## src/leaf_pkg.sv

```systemverilog
package leaf_pkg;

    localparam int packet_bits  = 49;
    localparam int payload_bits = 32;
    localparam int leaf_bits    = 5;
    localparam int port_bits    = 4;
    localparam int tag_bits     = 7;

    // Packet fields run from the top bit down as valid, leaf, port, tag and payload
    localparam int valid_pos   = packet_bits - 1;
    localparam int leaf_lsb    = valid_pos - leaf_bits;     // Bits 47:43
    localparam int port_lsb    = leaf_lsb - port_bits;      // Bits 42:39
    localparam int tag_lsb     = port_lsb - tag_bits;       // Bits 38:32
    localparam int payload_lsb = tag_lsb - payload_bits;    // Bits 31:0

    // Address of this leaf in the tree
    localparam logic [leaf_bits-1:0] leaf_id = 5'd5;

    localparam int num_in_ports    = 3;
    localparam int queue_depth     = 8;
    localparam int queue_addr_bits = 3;

    typedef enum logic [0:0] {
        ctrl_halt = 1'b0,   // Kernel held in reset
        ctrl_run  = 1'b1
    } ctrl_state_t;

    // Opcodes sit in the tag field of packets sent to port 0
    typedef enum logic [tag_bits-1:0] {
        op_set_dest = 7'h01,    // Payload bits 8:4 give the leaf, bits 3:0 the port
        op_start    = 7'h02,
        op_halt     = 7'h03
    } ctrl_op_t;

endpackage

```

## src/leaf_ctrl.sv

```systemverilog
`timescale 1ns/1ps

module leaf_ctrl (
    input  logic                                  clk,
    input  logic                                  rst_n,
    input  logic [leaf_pkg::packet_bits-1:0]      din_leaf_bft2interface,
    input  logic                                  ap_start,
    input  logic [leaf_pkg::num_in_ports-1:0]     full,
    output logic [leaf_pkg::num_in_ports-1:0]     push,
    output logic [leaf_pkg::payload_bits-1:0]     push_data,
    output logic [leaf_pkg::leaf_bits-1:0]        dest_leaf,
    output logic [leaf_pkg::port_bits-1:0]        dest_port,
    output logic                                  kernel_rst_n
);

    logic                                  pkt_valid;
    logic [leaf_pkg::leaf_bits-1:0]        pkt_leaf;
    logic [leaf_pkg::port_bits-1:0]        pkt_port;
    leaf_pkg::ctrl_op_t                    pkt_op;
    logic [leaf_pkg::payload_bits-1:0]     pkt_payload;
    logic                                  leaf_hit;
    logic                                  is_ctrl;
    logic [leaf_pkg::num_in_ports-1:0]     push_next;
    leaf_pkg::ctrl_state_t                 state;

    assign pkt_valid   = din_leaf_bft2interface[leaf_pkg::valid_pos];
    assign pkt_leaf    = din_leaf_bft2interface[leaf_pkg::leaf_lsb +: leaf_pkg::leaf_bits];
    assign pkt_port    = din_leaf_bft2interface[leaf_pkg::port_lsb +: leaf_pkg::port_bits];
    assign pkt_op      = leaf_pkg::ctrl_op_t'(
                             din_leaf_bft2interface[leaf_pkg::tag_lsb +: leaf_pkg::tag_bits]);
    assign pkt_payload =
        din_leaf_bft2interface[leaf_pkg::payload_lsb +: leaf_pkg::payload_bits];

    assign leaf_hit = pkt_valid && (pkt_leaf == leaf_pkg::leaf_id);
    assign is_ctrl  = leaf_hit && (pkt_port == '0);     // Port 0 carries control traffic

    // Data ports 1 to 3 map onto queues 0 to 2, ports above 3 match nothing
    always_comb begin
        for (int i = 0; i < leaf_pkg::num_in_ports; i++) begin
            push_next[i] = leaf_hit && (int'(pkt_port) == i + 1) && !full[i];
        end
    end

    always_ff @(posedge clk) begin
        if (!rst_n) begin
            push <= '0;
        end else begin
            push <= push_next;
        end
    end

    always_ff @(posedge clk) begin
        push_data <= pkt_payload;   // Shared by all queues, qualified by push
    end

    always_ff @(posedge clk) begin
        if (!rst_n) begin
            state     <= leaf_pkg::ctrl_halt;
            dest_leaf <= '0;
            dest_port <= '0;
        end else begin
            if (ap_start) begin
                state <= leaf_pkg::ctrl_run;
            end
            // A control packet in the same cycle wins over ap_start
            if (is_ctrl) begin
                case (pkt_op)
                    leaf_pkg::op_set_dest: begin
                        dest_leaf <= pkt_payload[leaf_pkg::port_bits +: leaf_pkg::leaf_bits];
                        dest_port <= pkt_payload[0 +: leaf_pkg::port_bits];
                    end
                    leaf_pkg::op_start: begin
                        state <= leaf_pkg::ctrl_run;
                    end
                    leaf_pkg::op_halt: begin
                        state <= leaf_pkg::ctrl_halt;
                    end
                    default: begin
                    end
                endcase
            end
        end
    end

    assign kernel_rst_n = (state == leaf_pkg::ctrl_run);    // Follows the state register

endmodule

```

## src/leaf_in_port.sv

```systemverilog
`timescale 1ns/1ps

module leaf_in_port (
    input  logic                                 clk,
    input  logic                                 rst_n,
    input  logic                                 push,
    input  logic [leaf_pkg::payload_bits-1:0]    push_data,
    output logic                                 full,
    output logic                                 vld_interface2user,
    output logic [leaf_pkg::payload_bits-1:0]    dout_leaf_interface2user,
    input  logic                                 ack_user2interface
);

    logic [leaf_pkg::payload_bits-1:0]      mem [leaf_pkg::queue_depth];
    logic [leaf_pkg::queue_addr_bits-1:0]   wr_ptr;
    logic [leaf_pkg::queue_addr_bits-1:0]   rd_ptr;
    logic [leaf_pkg::queue_addr_bits:0]     count;
    logic                                   wr_en;
    logic                                   rd_en;

    // Depth is a power of two, so the count's top bit alone marks full
    assign full = count[leaf_pkg::queue_addr_bits];

    assign vld_interface2user       = (count != '0);
    assign dout_leaf_interface2user = mem[rd_ptr];      // Oldest word shown as a level

    assign wr_en = push && !full;   // A push into a full queue is lost
    assign rd_en = vld_interface2user && ack_user2interface;

    always_ff @(posedge clk) begin
        if (wr_en) begin
            mem[wr_ptr] <= push_data;
        end
    end

    always_ff @(posedge clk) begin
        if (!rst_n) begin
            wr_ptr <= '0;
            rd_ptr <= '0;
            count  <= '0;
        end else begin
            if (wr_en) begin
                wr_ptr <= wr_ptr + 1'b1;    // Wraps at the queue depth
            end
            if (rd_en) begin
                rd_ptr <= rd_ptr + 1'b1;
            end
            case ({wr_en, rd_en})
                2'b10: count <= count + 1'b1;
                2'b01: count <= count - 1'b1;
                default: count <= count;
            endcase
        end
    end

endmodule

```

## src/sum3_kernel.sv

```systemverilog
`timescale 1ns/1ps

module sum3_kernel (
    input  logic                                 clk,
    input  logic                                 kernel_rst_n,
    input  logic [leaf_pkg::num_in_ports-1:0]    vld_interface2user,
    input  logic [leaf_pkg::payload_bits-1:0]    dout_leaf_interface2user_1,
    input  logic [leaf_pkg::payload_bits-1:0]    dout_leaf_interface2user_2,
    input  logic [leaf_pkg::payload_bits-1:0]    dout_leaf_interface2user_3,
    output logic [leaf_pkg::num_in_ports-1:0]    ack_user2interface,
    output logic [leaf_pkg::payload_bits-1:0]    din_leaf_user2interface_1,
    output logic                                 vld_user2interface_1,
    input  logic                                 ack_interface2user_1
);

    logic                                  take;
    logic                                  result_vld;
    logic [leaf_pkg::payload_bits-1:0]     result;

    // Result register is free when empty or being taken by the output stage
    assign take = kernel_rst_n && (&vld_interface2user) &&
                  (!result_vld || ack_interface2user_1);

    assign ack_user2interface = {leaf_pkg::num_in_ports{take}};

    always_ff @(posedge clk) begin
        if (!kernel_rst_n) begin
            result_vld <= 1'b0;
        end else if (take) begin
            result_vld <= 1'b1;
        end else if (ack_interface2user_1) begin
            result_vld <= 1'b0;
        end
    end

    always_ff @(posedge clk) begin
        if (take) begin
            result <= dout_leaf_interface2user_1 + dout_leaf_interface2user_2 +
                      dout_leaf_interface2user_3;   // Wraps modulo 2^32
        end
    end

    assign din_leaf_user2interface_1 = result;
    assign vld_user2interface_1      = result_vld;

endmodule

```

## src/leaf_out_port.sv

```systemverilog
`timescale 1ns/1ps

module leaf_out_port (
    input  logic                                 clk,
    input  logic                                 rst_n,
    input  logic [leaf_pkg::payload_bits-1:0]    din_leaf_user2interface,
    input  logic                                 vld_user2interface,
    output logic                                 ack_interface2user,
    input  logic [leaf_pkg::leaf_bits-1:0]       dest_leaf,
    input  logic [leaf_pkg::port_bits-1:0]       dest_port,
    input  logic                                 resend,
    output logic [leaf_pkg::packet_bits-1:0]     dout_leaf_interface2bft
);

    logic                                  pkt_vld;
    logic [leaf_pkg::payload_bits-1:0]     pkt_data;
    logic [leaf_pkg::leaf_bits-1:0]        pkt_leaf;
    logic [leaf_pkg::port_bits-1:0]        pkt_port;
    logic [leaf_pkg::tag_bits-1:0]         pkt_tag;
    logic [leaf_pkg::tag_bits-1:0]         tag_cnt;
    logic                                  emit;
    logic                                  take;

    // The held packet goes out in the first cycle without resend
    assign emit = pkt_vld && !resend;

    assign ack_interface2user = !resend && (!pkt_vld || emit);
    assign take = vld_user2interface && ack_interface2user;

    always_ff @(posedge clk) begin
        if (!rst_n) begin
            pkt_vld <= 1'b0;
            tag_cnt <= '0;
        end else if (take) begin
            pkt_vld <= 1'b1;
            tag_cnt <= tag_cnt + 1'b1;  // Seven bits, wraps after 127
        end else if (emit) begin
            pkt_vld <= 1'b0;
        end
    end

    // Destination is sampled with the result and stays fixed while held
    always_ff @(posedge clk) begin
        if (take) begin
            pkt_data <= din_leaf_user2interface;
            pkt_leaf <= dest_leaf;
            pkt_port <= dest_port;
            pkt_tag  <= tag_cnt;
        end
    end

    always_comb begin
        dout_leaf_interface2bft = '0;   // All zeros when idle or under resend
        if (emit) begin
            dout_leaf_interface2bft[leaf_pkg::valid_pos] = 1'b1;
            dout_leaf_interface2bft[leaf_pkg::leaf_lsb +: leaf_pkg::leaf_bits] = pkt_leaf;
            dout_leaf_interface2bft[leaf_pkg::port_lsb +: leaf_pkg::port_bits] = pkt_port;
            dout_leaf_interface2bft[leaf_pkg::tag_lsb +: leaf_pkg::tag_bits]   = pkt_tag;
            dout_leaf_interface2bft[leaf_pkg::payload_lsb +: leaf_pkg::payload_bits] =
                pkt_data;
        end
    end

endmodule

```

## src/leaf_i3o1.sv

```systemverilog
`timescale 1ns/1ps

module leaf_i3o1 (
    input  logic                               clk,
    input  logic                               rst_n,
    input  logic [leaf_pkg::packet_bits-1:0]   din_leaf_bft2interface,
    output logic [leaf_pkg::packet_bits-1:0]   dout_leaf_interface2bft,
    input  logic                               resend,
    input  logic                               ap_start
);

    logic [leaf_pkg::num_in_ports-1:0]     push;
    logic [leaf_pkg::payload_bits-1:0]     push_data;
    logic [leaf_pkg::num_in_ports-1:0]     full;
    logic [leaf_pkg::leaf_bits-1:0]        dest_leaf;
    logic [leaf_pkg::port_bits-1:0]        dest_port;
    logic                                  kernel_rst_n;

    // Bit 0 belongs to tree port 1, bit 2 to tree port 3
    logic [leaf_pkg::num_in_ports-1:0]     vld_interface2user;
    logic [leaf_pkg::num_in_ports-1:0]     ack_user2interface;
    logic [leaf_pkg::payload_bits-1:0]     dout_leaf_interface2user_1;
    logic [leaf_pkg::payload_bits-1:0]     dout_leaf_interface2user_2;
    logic [leaf_pkg::payload_bits-1:0]     dout_leaf_interface2user_3;

    logic [leaf_pkg::payload_bits-1:0]     din_leaf_user2interface_1;
    logic                                  vld_user2interface_1;
    logic                                  ack_interface2user_1;

    leaf_ctrl leaf_ctrl_i (
        .clk                    (clk),
        .rst_n                  (rst_n),
        .din_leaf_bft2interface (din_leaf_bft2interface),
        .ap_start               (ap_start),
        .full                   (full),
        .push                   (push),
        .push_data              (push_data),
        .dest_leaf              (dest_leaf),
        .dest_port              (dest_port),
        .kernel_rst_n           (kernel_rst_n)
    );

    leaf_in_port leaf_in_port_1 (
        .clk                      (clk),
        .rst_n                    (rst_n),
        .push                     (push[0]),
        .push_data                (push_data),
        .full                     (full[0]),
        .vld_interface2user       (vld_interface2user[0]),
        .dout_leaf_interface2user (dout_leaf_interface2user_1),
        .ack_user2interface       (ack_user2interface[0])
    );

    leaf_in_port leaf_in_port_2 (
        .clk                      (clk),
        .rst_n                    (rst_n),
        .push                     (push[1]),
        .push_data                (push_data),
        .full                     (full[1]),
        .vld_interface2user       (vld_interface2user[1]),
        .dout_leaf_interface2user (dout_leaf_interface2user_2),
        .ack_user2interface       (ack_user2interface[1])
    );

    leaf_in_port leaf_in_port_3 (
        .clk                      (clk),
        .rst_n                    (rst_n),
        .push                     (push[2]),
        .push_data                (push_data),
        .full                     (full[2]),
        .vld_interface2user       (vld_interface2user[2]),
        .dout_leaf_interface2user (dout_leaf_interface2user_3),
        .ack_user2interface       (ack_user2interface[2])
    );

    sum3_kernel sum3_kernel_i (
        .clk                        (clk),
        .kernel_rst_n               (kernel_rst_n),
        .vld_interface2user         (vld_interface2user),
        .dout_leaf_interface2user_1 (dout_leaf_interface2user_1),
        .dout_leaf_interface2user_2 (dout_leaf_interface2user_2),
        .dout_leaf_interface2user_3 (dout_leaf_interface2user_3),
        .ack_user2interface         (ack_user2interface),
        .din_leaf_user2interface_1  (din_leaf_user2interface_1),
        .vld_user2interface_1       (vld_user2interface_1),
        .ack_interface2user_1       (ack_interface2user_1)
    );

    leaf_out_port leaf_out_port_i (
        .clk                     (clk),
        .rst_n                   (rst_n),
        .din_leaf_user2interface (din_leaf_user2interface_1),
        .vld_user2interface      (vld_user2interface_1),
        .ack_interface2user      (ack_interface2user_1),
        .dest_leaf               (dest_leaf),
        .dest_port               (dest_port),
        .resend                  (resend),
        .dout_leaf_interface2bft (dout_leaf_interface2bft)
    );

endmodule

```

## config.mk

```make
export PLATFORM = sky130hd
export DESIGN_NAME = leaf_i3o1
export DESIGN_NICKNAME = d
export VERILOG_FILES = /design/src/leaf_pkg.sv /design/src/leaf_ctrl.sv /design/src/leaf_in_port.sv /design/src/sum3_kernel.sv /design/src/leaf_out_port.sv /design/src/leaf_i3o1.sv
export SDC_FILE = /design/constraint.sdc
export NUM_CORES = 1
export LEC_CHECK = 0
export BUFFER_PORTS_ARGS = -buffer_cell sky130_fd_sc_hd__clkbuf_2
export CAP_MARGIN = 20
export CORE_UTILIZATION = 45
export CTS_CLUSTER_SIZE = 28
export DETAILED_ROUTE_END_ITERATION = 10
export HOLD_SLACK_MARGIN = 0.03
export SYNTH_ARGS = -nofsm -noshare
export SYNTH_HDL_FRONTEND = slang
export SYNTH_SLANG_ARGS = --single-unit
```

## constraint.sdc

```tcl
create_clock -name clk -period 5.6 [get_ports clk]
set_input_delay 0.56 -clock clk [delete_from_list [all_inputs] [get_ports clk]]
set_output_delay 0.56 -clock clk [all_outputs]
set_load 0.03 [all_outputs]
```

* Word-level counts from Yosys, hierarchy flattened
Memories as Yosys holds them, arrays and structs flattened. A register that Yosys moved wholly into a read port is not among the register bits. Index checks and enable logic that the tools add are counted.
Operators by class: bitwise gates (word level) 0, shifts and indexed selects 0, mux-type cells 23, magnitude comparators 0, eq/ne operators 13, multipliers 0, add/subtract/negate cells 15, div/mod/pow operators 0, reduce and logical (&&, ||, !) cells 38
Operators with widths (count):
- adder 32 bit | 2
- two-way mux 49 bit | 1
- one-hot mux 4 bit (2 select lines) | 3
- logical AND 1 bit | 19
- adder 3 x 1 -> 3 bit (second input constant) | 6
- two-way mux 3 bit | 6
- == test 7 x 2 -> 1 bit (second input constant) | 2
- adder 4 x 1 -> 4 bit (second input constant) | 3
- two-way mux 1 bit | 12
- nonzero test 4 bit | 3
- subtractor 4 x 1 -> 4 bit (second input constant) | 3
- nonzero test 2 bit | 5
- == test 4 x 3 -> 1 bit (second input constant) | 2
- adder 7 x 1 -> 7 bit (second input constant) | 1
- == test 7 x 1 -> 1 bit (second input constant) | 1
- == test 2 x 1 -> 1 bit (second input constant) | 3
- == test 2 bit (second input constant) | 3
- zero test 1 bit | 6
- == test 5 x 3 -> 1 bit (second input constant) | 1
- == test 4 x 2 -> 1 bit (second input constant) | 1
- zero test 4 bit | 1
- AND reduction 3 bit | 1
- logical OR 1 bit | 2
- one-hot mux 1 bit (2 select lines) | 1
- AND reduction 2 bit | 1
Word-level totals: memory bits (writable) 768, output and inout port bits 49, bits in read-only memories 0, latch bits 0, register bits 164, memories 3
Memory list:
- leaf_in_port_1.mem | words 8, bits a word 32, rd ports 1, clocked after Yosys merged registers in 1, write ports 1, RTL line leaf_in_port.sv:14 | logic [leaf_pkg::payload_bits-1:0] mem [leaf_pkg::queue_depth];
- leaf_in_port_2.mem | words 8, bits a word 32, rd ports 1, clocked after Yosys merged registers in 1, write ports 1, RTL line leaf_in_port.sv:14
- leaf_in_port_3.mem | words 8, bits a word 32, rd ports 1, clocked after Yosys merged registers in 1, write ports 1, RTL line leaf_in_port.sv:14

* Logic depth before layout (Yosys ltp)
Gate-level depths: netlist of run 1.
word-level depth 9, mapped depth 15, depth with buffers taken out 13

* Hierarchy
From an unflattened synthesis of run 1, not the netlist that was laid out.
Unflattened totals: cells, all modules 1903, area, all modules 38176.6 um2
Modules (own cells, without submodules):
- leaf_in_port | cells each 444, seq. area each 7947.6 um2, area an instance 10437.5 um2, times used 3
- sum3_kernel | cells each 338, seq. area each 980.9 um2, area an instance 3510.9 um2, times used 1
- leaf_out_port | cells each 141, seq. area each 1601.5 um2, area an instance 2152.1 um2, times used 1
- leaf_ctrl | cells each 92, seq. area each 900.9 um2, area an instance 1201.2 um2, times used 1

* Least setup slack after synthesis of run 1
No wires, ideal clock.
path type reg-to-reg, start point reg with a tool-made name, end point reg sum3_kernel_i.result (netlist bit sum3_kernel_i.din_leaf_user2interface_1[27]), data pin, cell stages (with the launch flop) 14, path buffers 2, path slack 1.385 ns, library setup time 0.259 ns, data arrival time 3.956 ns, period minus slack after synthesis 4.215 ns, path through dfxtp_1 buf_2 buf_2 mux4_2 mux2_2 fa_1 ha_1 fa_1 a211oi_1 o21ai_0 a211o_1 a31oi_1 o21ai_0 xnor2_1
RTL lines:
- end signal: assignment | RTL line sum3_kernel.sv:38 | result <= dout_leaf_interface2user_1 + dout_leaf_interface2user_2 +
- end: declaration | RTL line sum3_kernel.sv:18 | logic [leaf_pkg::payload_bits-1:0] result;

==> impl_metrics.ini, run 1 <==
[clock_network]
clk_latency_ns = 0.65
cts_buffer_depth = 3
post-cts-setup-buffers = 0
htreeDepth = 3
cts_buffers = 97
path_clk_slew_ns = 0.06
numClockSinks = 941
clockRootBuffer = clkbuf_16
cts_tree = built

[power_and_ir_drop]
power.density_mw_per_mm2 = 329.7
p_leak_nw = 13.73
vdd_drop_max_mv = 0.2410

[sta]
setup_ws_ns = 0.8844
hold_viol = 0
setup_viol = 0
period_needed_ns = 4.716
setup-tns-final_ns = 0
max_freq_ghz = 0.2121
relSlewSlack_pct = 35.52
fin_crit_sh_pct = 84.21
worst_pin_slew_ns = 0.9649
drv_slew = 0
fin_skew_ns = 0.02343
rsz0062_at_grt = no

[flow_run]
maxCapViolations = 0

[worst_setup_path]
critPathMaxFanout = 22
crit_arrival_ns = 5.10
crit_required_ns = 5.99
start_kind = flop
end_kind = flop
crit_type = flop to flop

[finish]
syn2layout_area_growth_pct = 14.89
final_cell_mix = 848 x edfxtp_1, 192 x mux4_2, 102 x clkbuf_16, 101 x clkbuf_2
final_cell_area_sq_mm = 0.04267
drive_gt1_share_pct = 28.87
final_util_pct = 52.64
layout_commonest_cell = edfxtp_1
final_cells = 3183
fillCellCount = 6363
fin_nets = 2173
antenna_cells = 0

[logic_synthesis]
yosys.area_share.simple_pct = 3.372
yosysUniqueCellTypes = 61
synth_xor_area_share_pct = 1.273
netlist_instances = 1843
syn_nets = 1977
synth_fa_ha_area_share_pct = 3.436
ys_seq_area_share_pct = 73.57
synth_mux_area_share_pct = 14.92
synth_warnings = 0
synth-seq-cells = 941
ys.flop_type = edfxtp_1
netlist_area_sq_mm = 0.03714
async_flop_share_pct = 0
avgSynthCellArea_sq_um = 20.15
synth_edf_count = 848
synth_top_family_by_area = multiplexers
synth_compound_area_share_pct = 2.267

[global_routing]
grtUsageTotal_pct = 20.27
grt_pass1_wl_mm = 121.3
grt_pass1_vias = 18383
grt_max_degree = 42
grt_antenna_before_repair = 1
grt-ovfl-total = 0

[route]
num_vias = 17855
vias_per_cell = 5.609
drtIter0Drc = 1376
drc = 0
drtAntennaViolNets = 0
wirelength_mm = 82.28
first_pass_iters = 5
wl_per_cell_um = 25.85

[worst_hold_path]
hold_class = input pin to flop

[die]
io_pins = 102
start_util_pct = 45.82
dieArea_sq_mm = 0.08369
die_h_um = 289.3
coreArea_sq_mm = 0.08107
dieWidth_um = 289.3
num_rows = 104

[outcome]
status = finished clean

[placed_design]
dp_slack_ns = 0.9286
hpwl_mm = 47.20
port_buffers = 101
gp_congestion = 0.8171
placed_cells = 2970
place_area_sq_mm = 0.03923
-- worst paths after layout --
path                                                                      startpoint                                                    end  slack [ns]  depth (start not counted)
worst max-delay path                                                            flop  sum3_kernel_i.din_leaf_user2interface_1[28]$_DFFE_PN_        0.88                         11
worst min-delay path                                      din_leaf_bft2interface[31]                      leaf_ctrl_i.push_data[31]$_DFF_P_        0.07                          1
worst max register to register                                                  flop  sum3_kernel_i.din_leaf_user2interface_1[28]$_DFFE_PN_        0.88                         11
worst min register to register  sum3_kernel_i.din_leaf_user2interface_1[7]$_DFFE_PN_                  leaf_out_port_i.pkt_data[7]$_DFFE_PP_        0.42                          0
-- synthesized netlist by cell type (2+ instances only) --
cell type | n | area share, %
edfxtp_1 | 848 | 69
mux4_2 | 192 | 12
dfxtp_1 | 93 | 5.0
mux2_2 | 84 | 2.5
and2_1 | 63 | 1.1
clkbuf_1 | 47 | 0.47
ha_1 | 46 | 1.5
a21oi_1 | 43 | 0.58
nand2_1 | 43 | 0.43
nor2_1 | 41 | 0.41
fa_1 | 35 | 1.9
xnor2_1 | 32 | 0.75
buf_2 | 27 | 0.36
mux2i_1 | 27 | 0.73
inv_1 | 24 | 0.24
o21ai_0 | 23 | 0.31
xor2_1 | 22 | 0.52
nor2b_1 | 21 | 0.35
nor3_1 | 14 | 0.19
a21o_1 | 13 | 0.26
nand4_1 | 9 | 0.15
nand2b_1 | 8 | 0.13
nor3b_1 | 8 | 0.16
nand3_1 | 7 | 0.094
o21bai_1 | 6 | 0.12
a21boi_0 | 5 | 0.10
o21a_1 | 5 | 0.10
or3_1 | 5 | 0.084
a31oi_1 | 4 | 0.067
a211oi_1 | 3 | 0.061
a311oi_1 | 3 | 0.071
and4_1 | 3 | 0.071
buf_1 | 3 | 0.030
nor4_1 | 3 | 0.051
o31ai_1 | 3 | 0.061
a21oi_2 | 2 | 0.047
and3_1 | 2 | 0.034
buf_4 | 2 | 0.040
o211ai_1 | 2 | 0.040
-- critical path, cell delays in order, from the launching register on --
cell      delay [ns]
dfxtp_4         0.68
buf_4           0.49
mux4_2          0.57
mux2_2          0.30
fa_1            0.51
ha_1            0.44
a21oi_1         0.11
o21ai_0         0.36
o21ai_2         0.20
a311oi_1        0.43
a311oi_1        0.17
xnor2_1         0.16
-- timing repair --
item / in CTS / in global routing
hold endpoints to repair: 30 / 0
resized for setup: 0 / 0
hold buffers: 30 / 0
-- stage by stage --
step | hold slack (ns) | total power [W]
after floorplan | 0.4003 | 0.007849
after global placement | 0.4020 | 0.007899
after detailed placement | 0.4045 | 0.007907
after CTS | 0.03348 | 0.01421
after global routing | 0.03284 | 0.01449
final | 0.06866 | 0.01407
-- final cells by class --
type | instances | area, sq um | share of cell area [%]
sequential | 941 | 27350 | 64.10
timing repair buffer | 176 | 1210 | 2.835
multi-input combinational | 798 | 9549 | 22.38
tap | 1060 | 1326 | 3.108
clock buffer | 133 | 2759 | 6.466
clock inverter | 50 | 380.4 | 0.8914
inverter | 25 | 93.84 | 0.2199
-- layer usage --
layer / global-route usage, % / part of all wire [%] / vias up
met4: 6.158 / 2.7 / 0
met1: 27.85 / 43 / 9437
met3: 3.606 / 5.3 / 133
met5: 0 / 0 / -
met2: 33.14 / 49 / 505
li1: - / - / 7780
-- flip-flops by register name, summed over array words and instances (netlist names), 5 cells and up, named ones only --
name,cells
leaf_out_port_i.pkt_leaf,5
leaf_out_port_i.tag_cnt,7
leaf_in_port_3.mem,256
leaf_out_port_i.pkt_data,32
leaf_ctrl_i.push_data,32
leaf_in_port_2.mem,256
leaf_out_port_i.pkt_tag,7
leaf_ctrl_i.dest_leaf,5
sum3_kernel_i.din_leaf_user2interface_1,32
leaf_in_port_1.mem,256
-- power by group --
group	total, W	switching (W)	internal, W
registers	0.00772	0.0000752	0.00764
logic	0.0000522	0.0000208	0.0000313
clock network	0.00630	0.00262	0.00368
-- kinds of logic after synthesis --
logic type / after synthesis
AOI/OAI and AO/OA: 127
adders and majority gates: 81
muxes: 303
and+or+nand+nor: 233
xor gates and xnor gates: 54
buffers and inverters: 104
DFF: 941
Power figures use the tool's default switching activity.
==> inputs of run 2 (changes only) <==
--- a/config.mk
+++ b/config.mk
@@ -5,6 +5,7 @@
 export SDC_FILE = /design/constraint.sdc
 export NUM_CORES = 1
 export LEC_CHECK = 0
+export ABC_AREA = 1
 export BUFFER_PORTS_ARGS = -buffer_cell sky130_fd_sc_hd__clkbuf_2
 export CAP_MARGIN = 20
 export CORE_UTILIZATION = 45
==> constraint.sdc (replaced) <==
create_clock -name clk -period 4.86 [get_ports clk]
set_input_delay 0.486 -clock clk [delete_from_list [all_inputs] [get_ports clk]]
set_output_delay 0.486 -clock clk [all_outputs]
set_load 0.03 [all_outputs]
==> impl_metrics.ini, run 2 <==
[clock_network]
path_clk_slew_ns = 0.06
clockRootBuffer = clkbuf_16
cts_buffers = 96
numClockSinks = 941
cts_tree = built
htreeDepth = 3
cts_resized = 0
cts_buffer_depth = 3
clk_latency_ns = 0.67

[logic_synthesis]
netlist_top_cells_count = 848 x edfxtp_1, 768 x nor2_1, 348 x o21ai_0
synth_warnings = 0
async_flop_share_pct = 0
netlist_instances = 3174
synth_area_leaders = edfxtp_1 66%, nor2_1 7.5%, dfxtp_1 4.8%, o21ai_0 4.5%, nand2_1 2.2%
ys_seq_area_share_pct = 70.98
netlist_area_sq_mm = 0.03850
synth_largest_type_area_fraction_pct = 66.14
avgSynthCellArea_sq_um = 12.13
syn_nets = 3308
synth_edf_count = 848
yosys.area.top_type = edfxtp_1
synth-seq-cells = 941
yosysUniqueCellTypes = 42
ys.flop_type = edfxtp_1
synth.most_common_cell = edfxtp_1

[worst_hold_path]
hold_depth = 1
holdCritStartpoint = din_leaf_bft2interface[8]
hold_class = input pin to flop
min_to = leaf_ctrl_i.push_data[8]$_DFF_P_

[route]
drtAntennaViolNets = 0
drtIter0Drc = 1965
num_vias = 24719
wl_per_cell_um = 21.55
dr_wl_met2_mm = 47.02
vias_per_cell = 5.459
met3_length_mm = 5.486
drc = 0
wl_met1_mm = 42.94
maxUsedRoutingLayer = met4
wirelength_mm = 97.56
first_pass_iters = 7

[worst_setup_path]
start_kind = flop
critPathMaxFanout = 28
crit_required_ns = 5.25
timing.rr.end = sum3_kernel_i.din_leaf_user2interface_1[26]$_DFFE_PN_
reg2reg_slack_ns = 0.67
crit_type = flop to flop
crit_arrival_ns = 4.58
worstRegToRegCells = 16
end_kind = flop

[placed_design]
port_buffers = 101
place_area_sq_mm = 0.04038
hpwl_mm = 61.67
placed_cells = 4316
gp_congestion = 0.9246

[die]
num_rows = 106
coreArea_sq_mm = 0.08422
die_h_um = 294.5
dieWidth_um = 294.5
start_util_pct = 45.71
dieArea_sq_mm = 0.08673
io_pins = 102

[finish]
layout_commonest_cell = edfxtp_1
final_cell_mix = 848 x edfxtp_1, 744 x nor2_1, 348 x o21ai_0, 226 x nand2_1, 160 x inv_1
fillCellCount = 6997
top_regs = leaf_in_port_1.mem: 256 flops, leaf_in_port_2.mem: 256 flops, leaf_in_port_3.mem: 256 flops
final_cells = 4528
final_cell_area_sq_mm = 0.04414
antenna_cells = 0
syn2layout_area_growth_pct = 14.65
fin_nets = 3445
drive_gt1_share_pct = 11.87

[global_routing]
grt_antenna_before_repair = 0
grt-ovfl-total = 0
grtUsageTotal_pct = 22.70
grt_max_degree = 120
grt_pass1_vias = 23904
grt_pass1_wl_mm = 146.7

[outcome]
status = finished clean

[sta]
max_freq_ghz = 0.2389
setup_viol = 0
hold_ws_ns = 0.06893
hold_viol = 0
fin_skew_ns = 0.03471
fin_crit_sh_pct = 86.12
relSlewSlack_pct = 29.12
period_needed_ns = 4.185
worst_pin_slew_ns = 1.062
drv_slew = 0
rsz0062_at_grt = no
setup-tns-final_ns = 0

[power_and_ir_drop]
vdd_drop_max_mv = 0.3141
p_leak_nw = 15.63
power.density_mw_per_mm2 = 381.1

[flow_run]
maxCapViolations = 0
==> run 2: cell count changes in the layout (fill, tap and decap cells not counted), moves of 63 or more <==
cell     change
nand2_1    +183
nor2_1     +713
o21ai_0    +325
and2_1      -63
inv_1      +136
o22ai_1     +93
mux4_2     -192
mux2_2      -84
a31oi_1     +81
o21ai_1     +63
==> run 2: repair_timing <==
action                    in CTS  in global routing
buffers inserted               0                  0
hold buffers                  30                  0
hold endpoints to repair      30                  0
==> run 2: cells by family after synthesis <==
group           Yosys count  synth area share, %
simple gates           1098                11.27
flops                   941                70.98
xor+xnor                 26               0.5915
fa+ha+maj                81                3.315
compound gates          696                9.815
buf+inv                 332                4.033
==> run 2: worst max-delay path by stage <==
stage | startpoint | end | slack (ns) | cells past startpoint
after global placement | flop | sum3_kernel_i.din_leaf_user2interface_1[26]$_DFFE_PN_ | 0.71 | 16
final | flop | sum3_kernel_i.din_leaf_user2interface_1[26]$_DFFE_PN_ | 0.67 | 16
after floorplan | flop | sum3_kernel_i.din_leaf_user2interface_1[25]$_DFFE_PN_ | 1.64 | 20
after CTS | flop | sum3_kernel_i.din_leaf_user2interface_1[26]$_DFFE_PN_ | 0.71 | 16
after global routing | flop | sum3_kernel_i.din_leaf_user2interface_1[26]$_DFFE_PN_ | 0.54 | 16
after detailed placement | flop | sum3_kernel_i.din_leaf_user2interface_1[26]$_DFFE_PN_ | 0.75 | 16
==> run 2: layout make-up <==
class,instances,area (sq um),share of cell area [%]
sequential,941,27340,61.94
multi-input combinational,1901,9801,22.20
clock buffer,121,2691,6.097
timing repair buffer,194,1474,3.339
tap,1134,1419,3.215
clock inverter,60,743.2,1.684
inverter,177,669.4,1.517
==> run 2: metrics by stage <==
step	util [%]	total power, W	setup slack, ns
global route	52.41	0.01728	0.5438
floorplan	-	0.009046	1.642
detailed placement	47.94	0.009132	0.7465
CTS	52.38	0.01696	0.7054
finish	52.41	0.01682	0.6745
global placement	47.94	0.009124	0.7099
==> run 2: critical path: stages, from the launching register on <==
cell,delay [ns]
dfxtp_2,0.34
inv_2,0.51
buf_4,0.31
o21ai_0,0.12
o22ai_1,0.12
nor2_1,0.05
a31oi_1,0.31
fa_1,0.51
ha_1,0.43
a21oi_1,0.27
o21ai_0,0.19
a21oi_1,0.34
nor2_1,0.07
nor2_1,0.16
nand2_1,0.07
nand2_1,0.06
nand2_1,0.05
==> run 2: power breakdown <==
group           total, W  switching, W  internal [W]
clock network    0.00784       0.00314       0.00470
registers        0.00890     0.0000942       0.00881
logic          0.0000747     0.0000367     0.0000380
==> run 2: metal layers <==
metal | up-vias | global-route usage (%)
li1 | 11499 | -
met1 | 12288 | 31.22
met2 | 794 | 37.80
met3 | 138 | 3.084
met4 | 0 | 6.237
met5 | - | 0
